**config.mk**
```make
export PLATFORM = sky130hd
export DESIGN_NAME = rat
export DESIGN_NICKNAME = d
export VERILOG_FILES = /design/src/hw/ooo_pkg.sv /design/src/hw/rat.sv
export SDC_FILE = /design/constraint.sdc
export NUM_CORES = 1
export LEC_CHECK = 0
export BUFFER_PORTS_ARGS = -buffer_cell sky130_fd_sc_hd__buf_2
export CORE_MARGIN = 2
export CORE_UTILIZATION = 55
export CTS_BUF_LIST = sky130_fd_sc_hd__clkbuf_16
export CTS_CLUSTER_SIZE = 24
export DETAILED_ROUTE_END_ITERATION = 10
export PLACE_DENSITY = 0.81
export SETUP_SLACK_MARGIN = 0.3
export SKIP_CTS_REPAIR_TIMING = 1
export SYNTH_ARGS = -nofsm -noshare
export SYNTH_HDL_FRONTEND = slang
export SYNTH_SLANG_ARGS = --single-unit
```
**constraint.sdc**
```tcl
create_clock -name clock -period 3.1 [get_ports clock]
set_clock_uncertainty 0.15 [all_clocks]
set_input_delay 0.31 -clock clock [delete_from_list [all_inputs] [get_ports clock]]
set_output_delay 0.31 -clock clock [all_outputs]
set_load 0.01 [all_outputs]
```
**src/hw/ooo_pkg.sv**
```systemverilog
`default_nettype none

package ooo_pkg;

    localparam int arch_reg_sz = 8;
    localparam int phys_reg_sz = 24;
    localparam int rob_sz      = 8;
    localparam int rs_sz       = 4;
    localparam int data_width  = 32;
    // immediates are zero-extended to data_width
    localparam int imm_width   = 16;
    localparam int mult_stages = 3;

    typedef logic [$clog2(arch_reg_sz)-1:0] arn_t;
    typedef logic [$clog2(phys_reg_sz)-1:0] prn_t;
    typedef logic [$clog2(rob_sz)-1:0]      robn_t;
    typedef logic [data_width-1:0]          data_t;

    typedef enum logic [2:0] {
        op_li,
        op_add,
        op_sub,
        op_xor,
        op_mul
    } opcode_t;

    typedef enum logic {
        fu_alu,
        fu_mult
    } fu_class_t;

    // reads as zero, never written architecturally
    localparam arn_t zero_reg = '0;

endpackage

`default_nettype wire

```
**src/hw/rat.sv**
```systemverilog
`timescale 1ns/1ps
`default_nettype none

module rat (
    input  logic          clock,
    input  logic          reset,
    input  logic          dispatch_fire,
    input  ooo_pkg::arn_t dispatch_dest,
    input  ooo_pkg::arn_t dispatch_src1,
    input  ooo_pkg::arn_t dispatch_src2,
    input  logic          free_valid,
    input  ooo_pkg::prn_t free_prn,
    output ooo_pkg::prn_t src1_prn,
    output ooo_pkg::prn_t src2_prn,
    output ooo_pkg::prn_t dest_prn,
    output ooo_pkg::prn_t told_prn,
    output logic          free_empty
);

    ooo_pkg::prn_t map_table [ooo_pkg::arch_reg_sz];
    // only the registers beyond the initial mapping circulate
    ooo_pkg::prn_t free_list [ooo_pkg::phys_reg_sz-ooo_pkg::arch_reg_sz];
    logic [$clog2(ooo_pkg::phys_reg_sz-ooo_pkg::arch_reg_sz)-1:0] fl_head;
    logic [$clog2(ooo_pkg::phys_reg_sz-ooo_pkg::arch_reg_sz)-1:0] fl_tail;
    logic [$clog2(ooo_pkg::phys_reg_sz-ooo_pkg::arch_reg_sz):0]   fl_count;
    logic dest_is_zero;

    assign dest_is_zero = dispatch_dest == ooo_pkg::zero_reg;
    assign src1_prn     = map_table[dispatch_src1];
    assign src2_prn     = map_table[dispatch_src2];
    assign dest_prn     = free_list[fl_head];
    // a discarded write returns its own register at retire
    assign told_prn     = dest_is_zero ? dest_prn : map_table[dispatch_dest];
    assign free_empty   = fl_count == '0;

    always_ff @(posedge clock) begin
        if (reset) begin
            for (int i = 0; i < ooo_pkg::arch_reg_sz; i++) begin
                map_table[i] <= ooo_pkg::prn_t'(i);
            end
            for (int i = 0; i < ooo_pkg::phys_reg_sz - ooo_pkg::arch_reg_sz; i++) begin
                free_list[i] <= ooo_pkg::prn_t'(i + ooo_pkg::arch_reg_sz);
            end
            fl_head  <= '0;
            fl_tail  <= '0;
            fl_count <= ($bits(fl_count))'(ooo_pkg::phys_reg_sz - ooo_pkg::arch_reg_sz);
        end else begin
            if (dispatch_fire) begin
                fl_head <= fl_head + 1'b1;
                if (!dest_is_zero) begin
                    map_table[dispatch_dest] <= dest_prn;
                end
            end
            if (free_valid) begin
                free_list[fl_tail] <= free_prn;
                fl_tail            <= fl_tail + 1'b1;
            end
            case ({dispatch_fire, free_valid})
                2'b10:   fl_count <= fl_count - 1'b1;
                2'b01:   fl_count <= fl_count + 1'b1;
                default: fl_count <= fl_count;
            endcase
        end
    end

    assert property (@(posedge clock) disable iff (reset) dispatch_fire |-> !free_empty)
        else $error("rename popped an empty free list");

endmodule

`default_nettype wire

```
==> impl_metrics.xml, run 1 <==
<?xml version="1.0" encoding="UTF-8"?>
<metrics>
  <group name="setup_path">
    <metric name="reg2reg_depth" unit="">8</metric>
    <metric name="max_stage_delay" unit="ps">480</metric>
    <metric name="critical_path_arrival" unit="ps">2420</metric>
    <metric name="worst-path-buf-inv" unit="">3</metric>
    <metric name="critical_path_class" unit="">register to output port</metric>
    <metric name="timing.rr.end" unit="">map_table[3][0]</metric>
    <metric name="crit_required" unit="ps">2640</metric>
    <metric name="type_of_element_launching_the_critical_path" unit="">register</metric>
    <metric name="path_depth" unit="">7</metric>
    <metric name="cp_slowest_cell" unit="">sky130_fd_sc_hd__mux4_2</metric>
    <metric name="crit_fanout" unit="">6</metric>
    <metric name="cp_cell_sequence" unit="">buf_12 &gt; buf_4 &gt; mux4_2 &gt; mux2_2 &gt; o21ai_4 &gt; o22ai_1 &gt; buf_2</metric>
    <metric name="rrSetupSlack" unit="ps">600</metric>
    <metric name="critPathCaptureType" unit="">output port</metric>
    <metric name="cpLargestDelayFamily" unit="">multiplexers</metric>
  </group>
  <group name="min_path">
    <metric name="holdPathStages" unit="">2</metric>
    <metric name="hold_path.startpoint" unit="">reset</metric>
    <metric name="worst_case_hold_path_end_point" unit="">fl_count[2]</metric>
    <metric name="min-delay-path-class" unit="">input pin to register</metric>
  </group>
  <group name="routing">
    <metric name="routed_wl" unit="µm">16400</metric>
    <metric name="ant_nets_after_route" unit="">0</metric>
    <metric name="via_per_inst" unit="">6.11</metric>
    <metric name="post_drt_wl_per_cell" unit="µm">21.7</metric>
    <metric name="via_count" unit="">4635</metric>
    <metric name="dr.first_iter.drc_count" unit="">610</metric>
    <metric name="detail_route.first_pass.iterations" unit="">5</metric>
    <metric name="drcViolationCount" unit="">0</metric>
  </group>
  <group name="die">
    <metric name="ioPinCount" unit="">39</metric>
    <metric name="core.rowCount" unit="">41</metric>
    <metric name="vertical_die_dimension" unit="µm">117</metric>
    <metric name="die-area" unit="µm²">13700</metric>
    <metric name="starting_density_of_the_core" unit="">0.559</metric>
    <metric name="coreArea" unit="µm²">12600</metric>
    <metric name="die-width" unit="µm">117</metric>
  </group>
  <group name="placed_design">
    <metric name="dpl_worst_slack" unit="ps">400</metric>
    <metric name="io_buffers" unit="">38</metric>
    <metric name="post-dp-hpwl" unit="µm">10200</metric>
    <metric name="numPlacedInstances" unit="">704</metric>
    <metric name="place_congestion" unit="">0.894</metric>
  </group>
  <group name="cells_and_area">
    <metric name="finish.net_count" unit="">601</metric>
    <metric name="post_layout_nonfiller_instances" unit="">758</metric>
    <metric name="final_cell_mix" unit="">120 x sky130_fd_sc_hd__edfxtp_1, 45 x sky130_fd_sc_hd__nor2_1, 43 x sky130_fd_sc_hd__mux4_2</metric>
    <metric name="num_antenna_cells" unit="">0</metric>
    <metric name="area_growth" unit="%">17.2</metric>
    <metric name="drive_gt1_frac" unit="">0.355</metric>
    <metric name="mostFrequentLayoutCell" unit="">sky130_fd_sc_hd__edfxtp_1</metric>
  </group>
  <group name="sta">
    <metric name="slew-limit-headroom" unit="">0.627</metric>
    <metric name="clock.fmax" unit="GHz">0.348</metric>
    <metric name="min_period_over_period" unit="">0.928</metric>
    <metric name="final_max_slew_viols" unit="">0</metric>
    <metric name="hold_viol" unit="">0</metric>
    <metric name="layout_setup_ws" unit="ps">224</metric>
    <metric name="max_slew.worst_pin.slew" unit="ps">560</metric>
    <metric name="rsz0062_at_grt" unit="">yes</metric>
    <metric name="setup_viol_count_final" unit="">0</metric>
    <metric name="min_period" unit="ps">2880</metric>
  </group>
  <group name="grt">
    <metric name="first_global_vias" unit="">4465</metric>
    <metric name="initial_antenna_violation_count" unit="">0</metric>
    <metric name="grt_first_pass_wirelength" unit="µm">24300</metric>
    <metric name="grt_start_max_net_pins" unit="">33</metric>
    <metric name="grt_use_total" unit="">0.244</metric>
    <metric name="globalRouteOverflowTotal" unit="">0</metric>
  </group>
  <group name="clock_network">
    <metric name="clock_tree.buffer_depth" unit="">2</metric>
    <metric name="cts.reportedPaths.clkPinSlew" unit="ps">50</metric>
    <metric name="clock_sinks" unit="">137</metric>
    <metric name="cts_root_buf" unit="">sky130_fd_sc_hd__clkbuf_16</metric>
    <metric name="cts_max_level" unit="">4</metric>
    <metric name="tritoncts.num_buffers" unit="">17</metric>
    <metric name="tritoncts" unit="">yes</metric>
    <metric name="insertion_delay" unit="ps">420</metric>
  </group>
  <group name="synthesis">
    <metric name="synth_top_cell_area_share" unit="">0.513</metric>
    <metric name="seq_area_frac_synth" unit="">0.561</metric>
    <metric name="async_s_r_ff_share_synth" unit="">0</metric>
    <metric name="yosysUniqueCellTypes" unit="">45</metric>
    <metric name="number_of_enable_type_register_cells_in_the_synthesized_netlist" unit="">120</metric>
    <metric name="yosys_register_bits" unit="">137</metric>
    <metric name="synth.largest_area_cell" unit="">sky130_fd_sc_hd__edfxtp_1</metric>
    <metric name="yosys_most_used_dff" unit="">sky130_fd_sc_hd__edfxtp_1</metric>
    <metric name="synth.top_cells.by_area" unit="">sky130_fd_sc_hd__edfxtp_1 51%, sky130_fd_sc_hd__mux4_2 14%, sky130_fd_sc_hd__dfxtp_1 4.8%</metric>
    <metric name="gate_count_of_the_mapped_netlist" unit="">519</metric>
    <metric name="synthesis.area" unit="µm²">7030</metric>
    <metric name="post_synth.cell_area_avg" unit="µm²">13.5</metric>
    <metric name="warnings_synthesis" unit="">0</metric>
  </group>
  <group name="power">
    <metric name="peakVddDrop" unit="mV">0.408</metric>
    <metric name="power.leakage" unit="µW">0.00298</metric>
    <metric name="powerDensity" unit="nW/µm²">587</metric>
  </group>
  <group name="job">
    <metric name="timing.max_cap.violations" unit="">0</metric>
  </group>
  <group name="status">
    <metric name="outcome" unit="">finished clean</metric>
  </group>
</metrics>
flip-flops by register name (all words and copies together), names as in the netlist, named ones only:
signal and cells:
fl_count 5, fl_head 4, fl_tail 4, free_list 80
map_table 40
kinds of logic after synthesis:
| kind of cell | synth area share |
|---|---|
| flip-flops | 0.561 |
| XOR/XNOR | 0.0125 |
| AO/OA/AOI/OAI | 0.0313 |
| AND/OR/NAND/NOR | 0.163 |
| other | 0.000534 |
| buffers and inverters | 0.0272 |
| multiplexers | 0.185 |
| adder cells (fa/ha/maj) | 0.0189 |
area by class of cell:
class                   instances  area [µm²]
multi-input cells             339        2950
well taps                     172         215
flip-flops and latches        137        3950
inverters                       9        33.8
clock inverters                15         183
repair buffers                 69         484
fillers                       828        4330
clock buffers                  17         425
through the flow:
stage	utilization	instance area, µm²	total power [µW]	hold slack [ps]	TNS (ps)
after floorplan	-	7040	2520	308	0
after global placement	0.585	7360	2660	357	0
after detailed placement	0.585	7360	2690	364	0
after CTS	0.634	7970	4760	80.9	-57.5
after global routing	0.655	8230	4970	107	0
final	0.655	8230	4830	96.0	0
worst max path at each step:
stage	endpoint	startpoint	slack (ps)
after CTS	told_prn[2]	register	-60
after global placement	told_prn[2]	register	430
after floorplan	fl_count[4]	dispatch_fire	570
after detailed placement	told_prn[2]	register	400
after global routing	told_prn[0]	register	210
final	told_prn[0]	register	220
where the power goes:
part           leakage (µW)  switching (µW)  internal, µW
registers           0.00120            54.0          2070
logic               0.00148             326           276
clock network      0.000300             770          1330
total               0.00298            1150          3680
Yosys cell counts (all sizes together) (4+ instances only):
library cell	instances
dfxtp	17
ha	9
nand3	7
mux2	18
buf	9
mux4	43
nand3b	4
edfxtp	120
nand2b	25
nand2	32
nand4	4
and3	42
xnor2	5
inv	9
a21o	5
a21oi	5
xor2	5
nor2b	6
mux2i	13
or2	38
nor2	45
o21ai	6
clkbuf	29
routing by layer:
metal	GRT usage	vias to the layer above	wire length (µm)
met5	0	-	0
met2	0.394	279	8260
met3	0.0608	49	1260
li1	-	2048	-
met4	0.108	0	491
met1	0.317	2259	6400
Power figures use the tool's default switching activity.
==> run 2, diff against run 1 <==
--- a/config.mk
+++ b/config.mk
@@ -7,11 +7,11 @@
 export LEC_CHECK = 0
 export BUFFER_PORTS_ARGS = -buffer_cell sky130_fd_sc_hd__buf_2
 export CORE_MARGIN = 2
-export CORE_UTILIZATION = 55
+export CORE_UTILIZATION = 35
 export CTS_BUF_LIST = sky130_fd_sc_hd__clkbuf_16
 export CTS_CLUSTER_SIZE = 24
 export DETAILED_ROUTE_END_ITERATION = 10
-export PLACE_DENSITY = 0.81
+export PLACE_DENSITY = 0.59
 export SETUP_SLACK_MARGIN = 0.3
 export SKIP_CTS_REPAIR_TIMING = 1
 export SYNTH_ARGS = -nofsm -noshare
==> constraint.sdc (replaced) <==
create_clock -name clock -period 3.1 [get_ports clock]
set_clock_uncertainty 0.15 [all_clocks]
set_input_delay 0.465 -clock clock [delete_from_list [all_inputs] [get_ports clock]]
set_output_delay 0.465 -clock clock [all_outputs]
set_load 0.01 [all_outputs]
==> impl_metrics.xml, run 2 (same netlist as run 1, synthesis figures left out) <==
<?xml version="1.0" encoding="UTF-8"?>
<metrics>
  <group name="die">
    <metric name="vertical_die_dimension" unit="µm">146</metric>
    <metric name="ioPinCount" unit="">39</metric>
    <metric name="coreArea" unit="µm²">19600</metric>
    <metric name="die-width" unit="µm">146</metric>
    <metric name="core.rowCount" unit="">51</metric>
    <metric name="die-area" unit="µm²">21200</metric>
    <metric name="starting_density_of_the_core" unit="">0.359</metric>
  </group>
  <group name="sta">
    <metric name="final_max_slew_viols" unit="">0</metric>
    <metric name="min_period" unit="ps">2910</metric>
    <metric name="fin_worst_hold_slack" unit="ps">263</metric>
    <metric name="slew-limit-headroom" unit="">0.517</metric>
    <metric name="rsz0062_at_grt" unit="">yes</metric>
    <metric name="min_period_over_period" unit="">0.940</metric>
    <metric name="max_slew.worst_pin.slew" unit="ps">724</metric>
    <metric name="setup_viol_count_final" unit="">0</metric>
    <metric name="clock.fmax" unit="GHz">0.343</metric>
    <metric name="hold_viol" unit="">0</metric>
  </group>
  <group name="power">
    <metric name="powerDensity" unit="nW/µm²">555</metric>
    <metric name="peakVddDrop" unit="mV">0.311</metric>
    <metric name="power.leakage" unit="µW">0.00291</metric>
  </group>
  <group name="job">
    <metric name="timing.max_cap.violations" unit="">0</metric>
  </group>
  <group name="cells_and_area">
    <metric name="num_antenna_cells" unit="">0</metric>
    <metric name="max_flop_register" unit="">free_list</metric>
    <metric name="fillerInstances" unit="">1836</metric>
    <metric name="finish.net_count" unit="">592</metric>
    <metric name="post_layout_nonfiller_instances" unit="">842</metric>
    <metric name="post-route-cell-area" unit="µm²">8240</metric>
    <metric name="reg_top3" unit="">free_list: 80 flops, map_table: 40 flops, fl_count: 5 flops</metric>
    <metric name="final_cell_mix" unit="">120 x sky130_fd_sc_hd__edfxtp_1, 45 x sky130_fd_sc_hd__nor2_1, 43 x sky130_fd_sc_hd__mux4_2</metric>
    <metric name="largest_register_ffs" unit="">80</metric>
    <metric name="drive_gt1_frac" unit="">0.354</metric>
    <metric name="mostFrequentLayoutCell" unit="">sky130_fd_sc_hd__edfxtp_1</metric>
    <metric name="area_growth" unit="%">17.2</metric>
  </group>
  <group name="routing">
    <metric name="ant_nets_after_route" unit="">0</metric>
    <metric name="routed_wl" unit="µm">16600</metric>
    <metric name="via_per_inst" unit="">5.14</metric>
    <metric name="dr.first_iter.drc_count" unit="">252</metric>
    <metric name="post_drt_wl_per_cell" unit="µm">19.7</metric>
    <metric name="drcViolationCount" unit="">0</metric>
    <metric name="detail_route.first_pass.iterations" unit="">4</metric>
    <metric name="via_count" unit="">4331</metric>
  </group>
  <group name="setup_path">
    <metric name="critPathCaptureType" unit="">output port</metric>
    <metric name="critical_path_class" unit="">register to output port</metric>
    <metric name="crit_required" unit="ps">2480</metric>
    <metric name="worst-path-buf-inv" unit="">3</metric>
    <metric name="cp_cell_sequence" unit="">clkbuf_16 &gt; mux4_2 &gt; a211oi_2 &gt; a21o_2 &gt; inv_1 &gt; buf_2</metric>
    <metric name="max_stage_delay" unit="ps">530</metric>
    <metric name="critical_path_arrival" unit="ps">2300</metric>
    <metric name="type_of_element_launching_the_critical_path" unit="">register</metric>
    <metric name="crit_fanout" unit="">7</metric>
    <metric name="cpLargestDelayFamily" unit="">compound AO/OA/AOI/OAI gates</metric>
    <metric name="cp_slowest_cell" unit="">sky130_fd_sc_hd__mux4_2</metric>
  </group>
  <group name="placed_design">
    <metric name="io_buffers" unit="">38</metric>
    <metric name="dpl-instance-area" unit="µm²">7500</metric>
    <metric name="numPlacedInstances" unit="">797</metric>
    <metric name="post-dp-hpwl" unit="µm">11400</metric>
    <metric name="place_congestion" unit="">0.832</metric>
  </group>
  <group name="clock_network">
    <metric name="tritoncts.num_buffers" unit="">17</metric>
    <metric name="cts_max_level" unit="">4</metric>
    <metric name="clock_sinks" unit="">137</metric>
    <metric name="cts.reportedPaths.clkPinSlew" unit="ps">60</metric>
    <metric name="insertion_delay" unit="ps">430</metric>
    <metric name="tritoncts" unit="">yes</metric>
    <metric name="clock_tree.buffer_depth" unit="">2</metric>
    <metric name="cts_root_buf" unit="">sky130_fd_sc_hd__clkbuf_16</metric>
  </group>
  <group name="min_path">
    <metric name="min-delay-path-class" unit="">input pin to register</metric>
    <metric name="hold_path.startpoint" unit="">free_valid</metric>
  </group>
  <group name="grt">
    <metric name="globalRouteOverflowTotal" unit="">0</metric>
    <metric name="initial_antenna_violation_count" unit="">0</metric>
    <metric name="grt_start_max_net_pins" unit="">26</metric>
    <metric name="grt_first_pass_wirelength" unit="µm">26100</metric>
    <metric name="first_global_vias" unit="">4508</metric>
    <metric name="grt_use_total" unit="">0.161</metric>
  </group>
  <group name="status">
    <metric name="outcome" unit="">finished clean</metric>
  </group>
</metrics>
run 2: changes by cell type in the layout (fill, tap and decap cells not counted), sizes merged:
cell and change:
inv +5, buf -10, clkinv -1, clkbuf +1
bufinv -4
run 2: layout make-up:
type | instances | area [µm²] | share of cell area
well taps | 265 | 332 | 0.0403
flip-flops and latches | 137 | 3950 | 0.479
clock inverters | 15 | 118 | 0.0143
clock buffers | 17 | 425 | 0.0517
repair buffers | 60 | 434 | 0.0527
inverters | 9 | 33.8 | 0.00410
multi-input cells | 339 | 2940 | 0.357
run 2: worst paths after layout:
kind	to	slack [ps]	cells after the start
max reg2reg	map_table[5][2]	790	9
min reg2reg	fl_count[3]	380	2
max	dest_prn[3]	190	6
min	fl_tail[0]	260	3
run 2: report_power, final:
group | leakage (µW) | total, µW | internal (µW) | switching, µW
clock network | 0.000266 | 1850 | 1040 | 817
logic | 0.00144 | 580 | 268 | 313
registers | 0.00120 | 2140 | 2070 | 62.4
run 2: stage by stage:
step | util | setup TNS (ps) | total power [µW] | setup slack, ps
after global placement | 0.383 | 0 | 2680 | 338
final | 0.420 | 0 | 4570 | 185
after floorplan | - | 0 | 2520 | 413
after detailed placement | 0.383 | 0 | 2700 | 293
after global routing | 0.420 | 0 | 4740 | 114
after CTS | 0.411 | -225 | 4550 | -157
run 2: worst register-to-register path, cell delays in order (launching register included):
cell and delay [ps]:
sky130_fd_sc_hd__dfxtp_4 400, sky130_fd_sc_hd__buf_12 140, sky130_fd_sc_hd__mux4_2 510, sky130_fd_sc_hd__mux2i_2 220, sky130_fd_sc_hd__nand2_1 140, sky130_fd_sc_hd__o21ai_4 110, sky130_fd_sc_hd__buf_12 150, sky130_fd_sc_hd__buf_4 110
sky130_fd_sc_hd__buf_4 100, sky130_fd_sc_hd__nand2_1 40
run 2: routing by layer:
layer / up-vias / share of wire / track usage
li1: 2018 / - / -
met1: 2181 / 0.41 / 0.200
met2: 118 / 0.52 / 0.276
met3: 14 / 0.050 / 0.0401
met4: 0 / 0.012 / 0.0510
met5: - / 0 / 0
==> run 3, diff against run 2 <==
--- a/config.mk
+++ b/config.mk
@@ -7,11 +7,11 @@
 export LEC_CHECK = 0
 export BUFFER_PORTS_ARGS = -buffer_cell sky130_fd_sc_hd__buf_2
 export CORE_MARGIN = 2
-export CORE_UTILIZATION = 35
+export CORE_UTILIZATION = 61
 export CTS_BUF_LIST = sky130_fd_sc_hd__clkbuf_16
 export CTS_CLUSTER_SIZE = 24
 export DETAILED_ROUTE_END_ITERATION = 10
-export PLACE_DENSITY = 0.59
+export PLACE_DENSITY = 0.88
 export SETUP_SLACK_MARGIN = 0.3
 export SKIP_CTS_REPAIR_TIMING = 1
 export SYNTH_ARGS = -nofsm -noshare
==> impl_metrics.xml, run 3 (same netlist as run 1, synthesis figures left out) <==
<?xml version="1.0" encoding="UTF-8"?>
<metrics>
  <group name="sta">
    <metric name="rsz0062_at_grt" unit="">yes</metric>
    <metric name="setup_viol_count_final" unit="">0</metric>
    <metric name="layout_setup_ws" unit="ps">124</metric>
    <metric name="min_period_over_period" unit="">0.960</metric>
    <metric name="max_slew.worst_pin.slew" unit="ps">760</metric>
    <metric name="hold_viol" unit="">0</metric>
    <metric name="min_period" unit="ps">2980</metric>
    <metric name="final_max_slew_viols" unit="">0</metric>
    <metric name="finalSetupTns" unit="ps">0</metric>
    <metric name="slew-limit-headroom" unit="">0.493</metric>
    <metric name="clock.fmax" unit="GHz">0.336</metric>
  </group>
  <group name="die">
    <metric name="coreArea" unit="µm²">11300</metric>
    <metric name="vertical_die_dimension" unit="µm">111</metric>
    <metric name="starting_density_of_the_core" unit="">0.621</metric>
    <metric name="core.rowCount" unit="">39</metric>
    <metric name="die-area" unit="µm²">12400</metric>
    <metric name="die-width" unit="µm">111</metric>
    <metric name="ioPinCount" unit="">39</metric>
  </group>
  <group name="clock_network">
    <metric name="cts_max_level" unit="">4</metric>
    <metric name="clock_tree.buffer_depth" unit="">2</metric>
    <metric name="insertion_delay" unit="ps">430</metric>
    <metric name="cts_root_buf" unit="">sky130_fd_sc_hd__clkbuf_16</metric>
    <metric name="tritoncts.num_buffers" unit="">17</metric>
    <metric name="cts.reportedPaths.clkPinSlew" unit="ps">60</metric>
    <metric name="tritoncts" unit="">yes</metric>
    <metric name="clock_sinks" unit="">137</metric>
  </group>
  <group name="routing">
    <metric name="ant_nets_after_route" unit="">0</metric>
    <metric name="dr.first_iter.drc_count" unit="">669</metric>
    <metric name="drcViolationCount" unit="">0</metric>
    <metric name="detail_route.first_pass.iterations" unit="">7</metric>
    <metric name="post_drt_wl_per_cell" unit="µm">23.6</metric>
    <metric name="routed-wl-met2" unit="µm">8320</metric>
    <metric name="met3WireLength" unit="µm">1920</metric>
    <metric name="routed_wl" unit="µm">17100</metric>
    <metric name="wl_met1" unit="µm">6370</metric>
    <metric name="via_count" unit="">4756</metric>
    <metric name="via_per_inst" unit="">6.58</metric>
    <metric name="top_layer_used" unit="">met4</metric>
  </group>
  <group name="setup_path">
    <metric name="reg2reg_depth" unit="">7</metric>
    <metric name="cp_cell_sequence" unit="">clkbuf_16 &gt; mux4_2 &gt; mux2i_1 &gt; nand2_1 &gt; o21ai_4 &gt; o22ai_2 &gt; buf_2</metric>
    <metric name="cp_slowest_cell" unit="">sky130_fd_sc_hd__mux4_2</metric>
    <metric name="crit_required" unit="ps">2480</metric>
    <metric name="max_stage_delay" unit="ps">510</metric>
    <metric name="cpLargestDelayFamily" unit="">multiplexers</metric>
    <metric name="path_depth" unit="">7</metric>
    <metric name="worst-path-buf-inv" unit="">2</metric>
    <metric name="critical_path_class" unit="">register to output port</metric>
    <metric name="crit_fanout" unit="">10</metric>
    <metric name="critical_path_arrival" unit="ps">2360</metric>
    <metric name="type_of_element_launching_the_critical_path" unit="">register</metric>
    <metric name="critPathCaptureType" unit="">output port</metric>
  </group>
  <group name="power">
    <metric name="powerDensity" unit="nW/µm²">608</metric>
    <metric name="power.leakage" unit="µW">0.00297</metric>
    <metric name="peakVddDrop" unit="mV">0.359</metric>
  </group>
  <group name="placed_design">
    <metric name="dpl_worst_slack" unit="ps">327</metric>
    <metric name="post-dp-hpwl" unit="µm">10500</metric>
    <metric name="place_congestion" unit="">0.914</metric>
    <metric name="io_buffers" unit="">38</metric>
  </group>
  <group name="grt">
    <metric name="grt_start_max_net_pins" unit="">25</metric>
    <metric name="globalRouteOverflowTotal" unit="">0</metric>
    <metric name="grt_use_total" unit="">0.273</metric>
    <metric name="first_global_vias" unit="">4550</metric>
    <metric name="initial_antenna_violation_count" unit="">0</metric>
    <metric name="grt_first_pass_wirelength" unit="µm">25700</metric>
  </group>
  <group name="cells_and_area">
    <metric name="final_cell_mix" unit="">120 x sky130_fd_sc_hd__edfxtp_1, 45 x sky130_fd_sc_hd__nor2_1, 43 x sky130_fd_sc_hd__mux4_2</metric>
    <metric name="finish.net_count" unit="">594</metric>
    <metric name="area_growth" unit="%">16.8</metric>
    <metric name="fillerInstances" unit="">644</metric>
    <metric name="multi_input_area" unit="µm²">2960</metric>
    <metric name="largest_register_ffs" unit="">80</metric>
    <metric name="sequential_cell_area" unit="µm²">3950</metric>
    <metric name="mostFrequentLayoutCell" unit="">sky130_fd_sc_hd__edfxtp_1</metric>
    <metric name="max_flop_register" unit="">free_list</metric>
    <metric name="reg_top3" unit="">free_list: 80 flops, map_table: 40 flops, fl_count: 5 flops</metric>
    <metric name="drive_gt1_frac" unit="">0.354</metric>
  </group>
  <group name="min_path">
    <metric name="min-delay-path-class" unit="">input pin to register</metric>
    <metric name="hold_path.startpoint" unit="">free_valid</metric>
    <metric name="holdPathStages" unit="">3</metric>
  </group>
  <group name="status">
    <metric name="outcome" unit="">finished clean</metric>
  </group>
  <group name="job">
    <metric name="timing.max_cap.violations" unit="">0</metric>
  </group>
</metrics>
## run 3: power by group
part	switching [µW]	internal [µW]	total (µW)
clock network	767	1500	2260
logic	323	272	596
registers	60.6	2070	2130
total	1150	3840	4990
## run 3: worst paths after layout
path / to / slack (ps)
max: told_prn[0] / 120
min: fl_tail[1] / 260
max reg2reg: map_table[3][1] / 720
min reg2reg: fl_head[3] / 380
## run 3: final cells by class
cell class / instances / area share
clock buffers: 17 / 0.0518
multi-input cells: 339 / 0.361
flip-flops and latches: 137 / 0.481
diodes: 1 / 0.000305
well taps: 143 / 0.0218
inverters: 9 / 0.00412
clock inverters: 15 / 0.0281
repair buffers: 62 / 0.0517
## run 3: worst register-to-register path: stages (launching register included)
cell	delay [ps]
sky130_fd_sc_hd__dfxtp_4	400
sky130_fd_sc_hd__buf_12	150
sky130_fd_sc_hd__mux4_2	500
sky130_fd_sc_hd__mux2_2	300
sky130_fd_sc_hd__o21ai_4	270
sky130_fd_sc_hd__buf_4	180
sky130_fd_sc_hd__buf_4	100
sky130_fd_sc_hd__nand3_1	50
## run 3: per-stage QoR
stage          instance area (µm²)  hold WS, ps  total power, µW  std cells   util
6_report                      8210          262             4990        723  0.725
4_1_cts                       7990          258             4910        707  0.706
3_5_place_dp                  7330          375             2680        675  0.648
5_1_grt                       8200          278             5130        722  0.725
3_3_place_gp                  7330          355             2650        675  0.648
2_1_floorplan                 7040          330             2520        523      -
## run 3: per-layer routing
| metal | track usage | vias to the layer above |
|---|---|---|
| met2 | 0.439 | 341 |
| met4 | 0.0848 | 0 |
| met1 | 0.384 | 2335 |
| met5 | 0 | - |
| met3 | 0.0577 | 49 |
| li1 | - | 2031 |
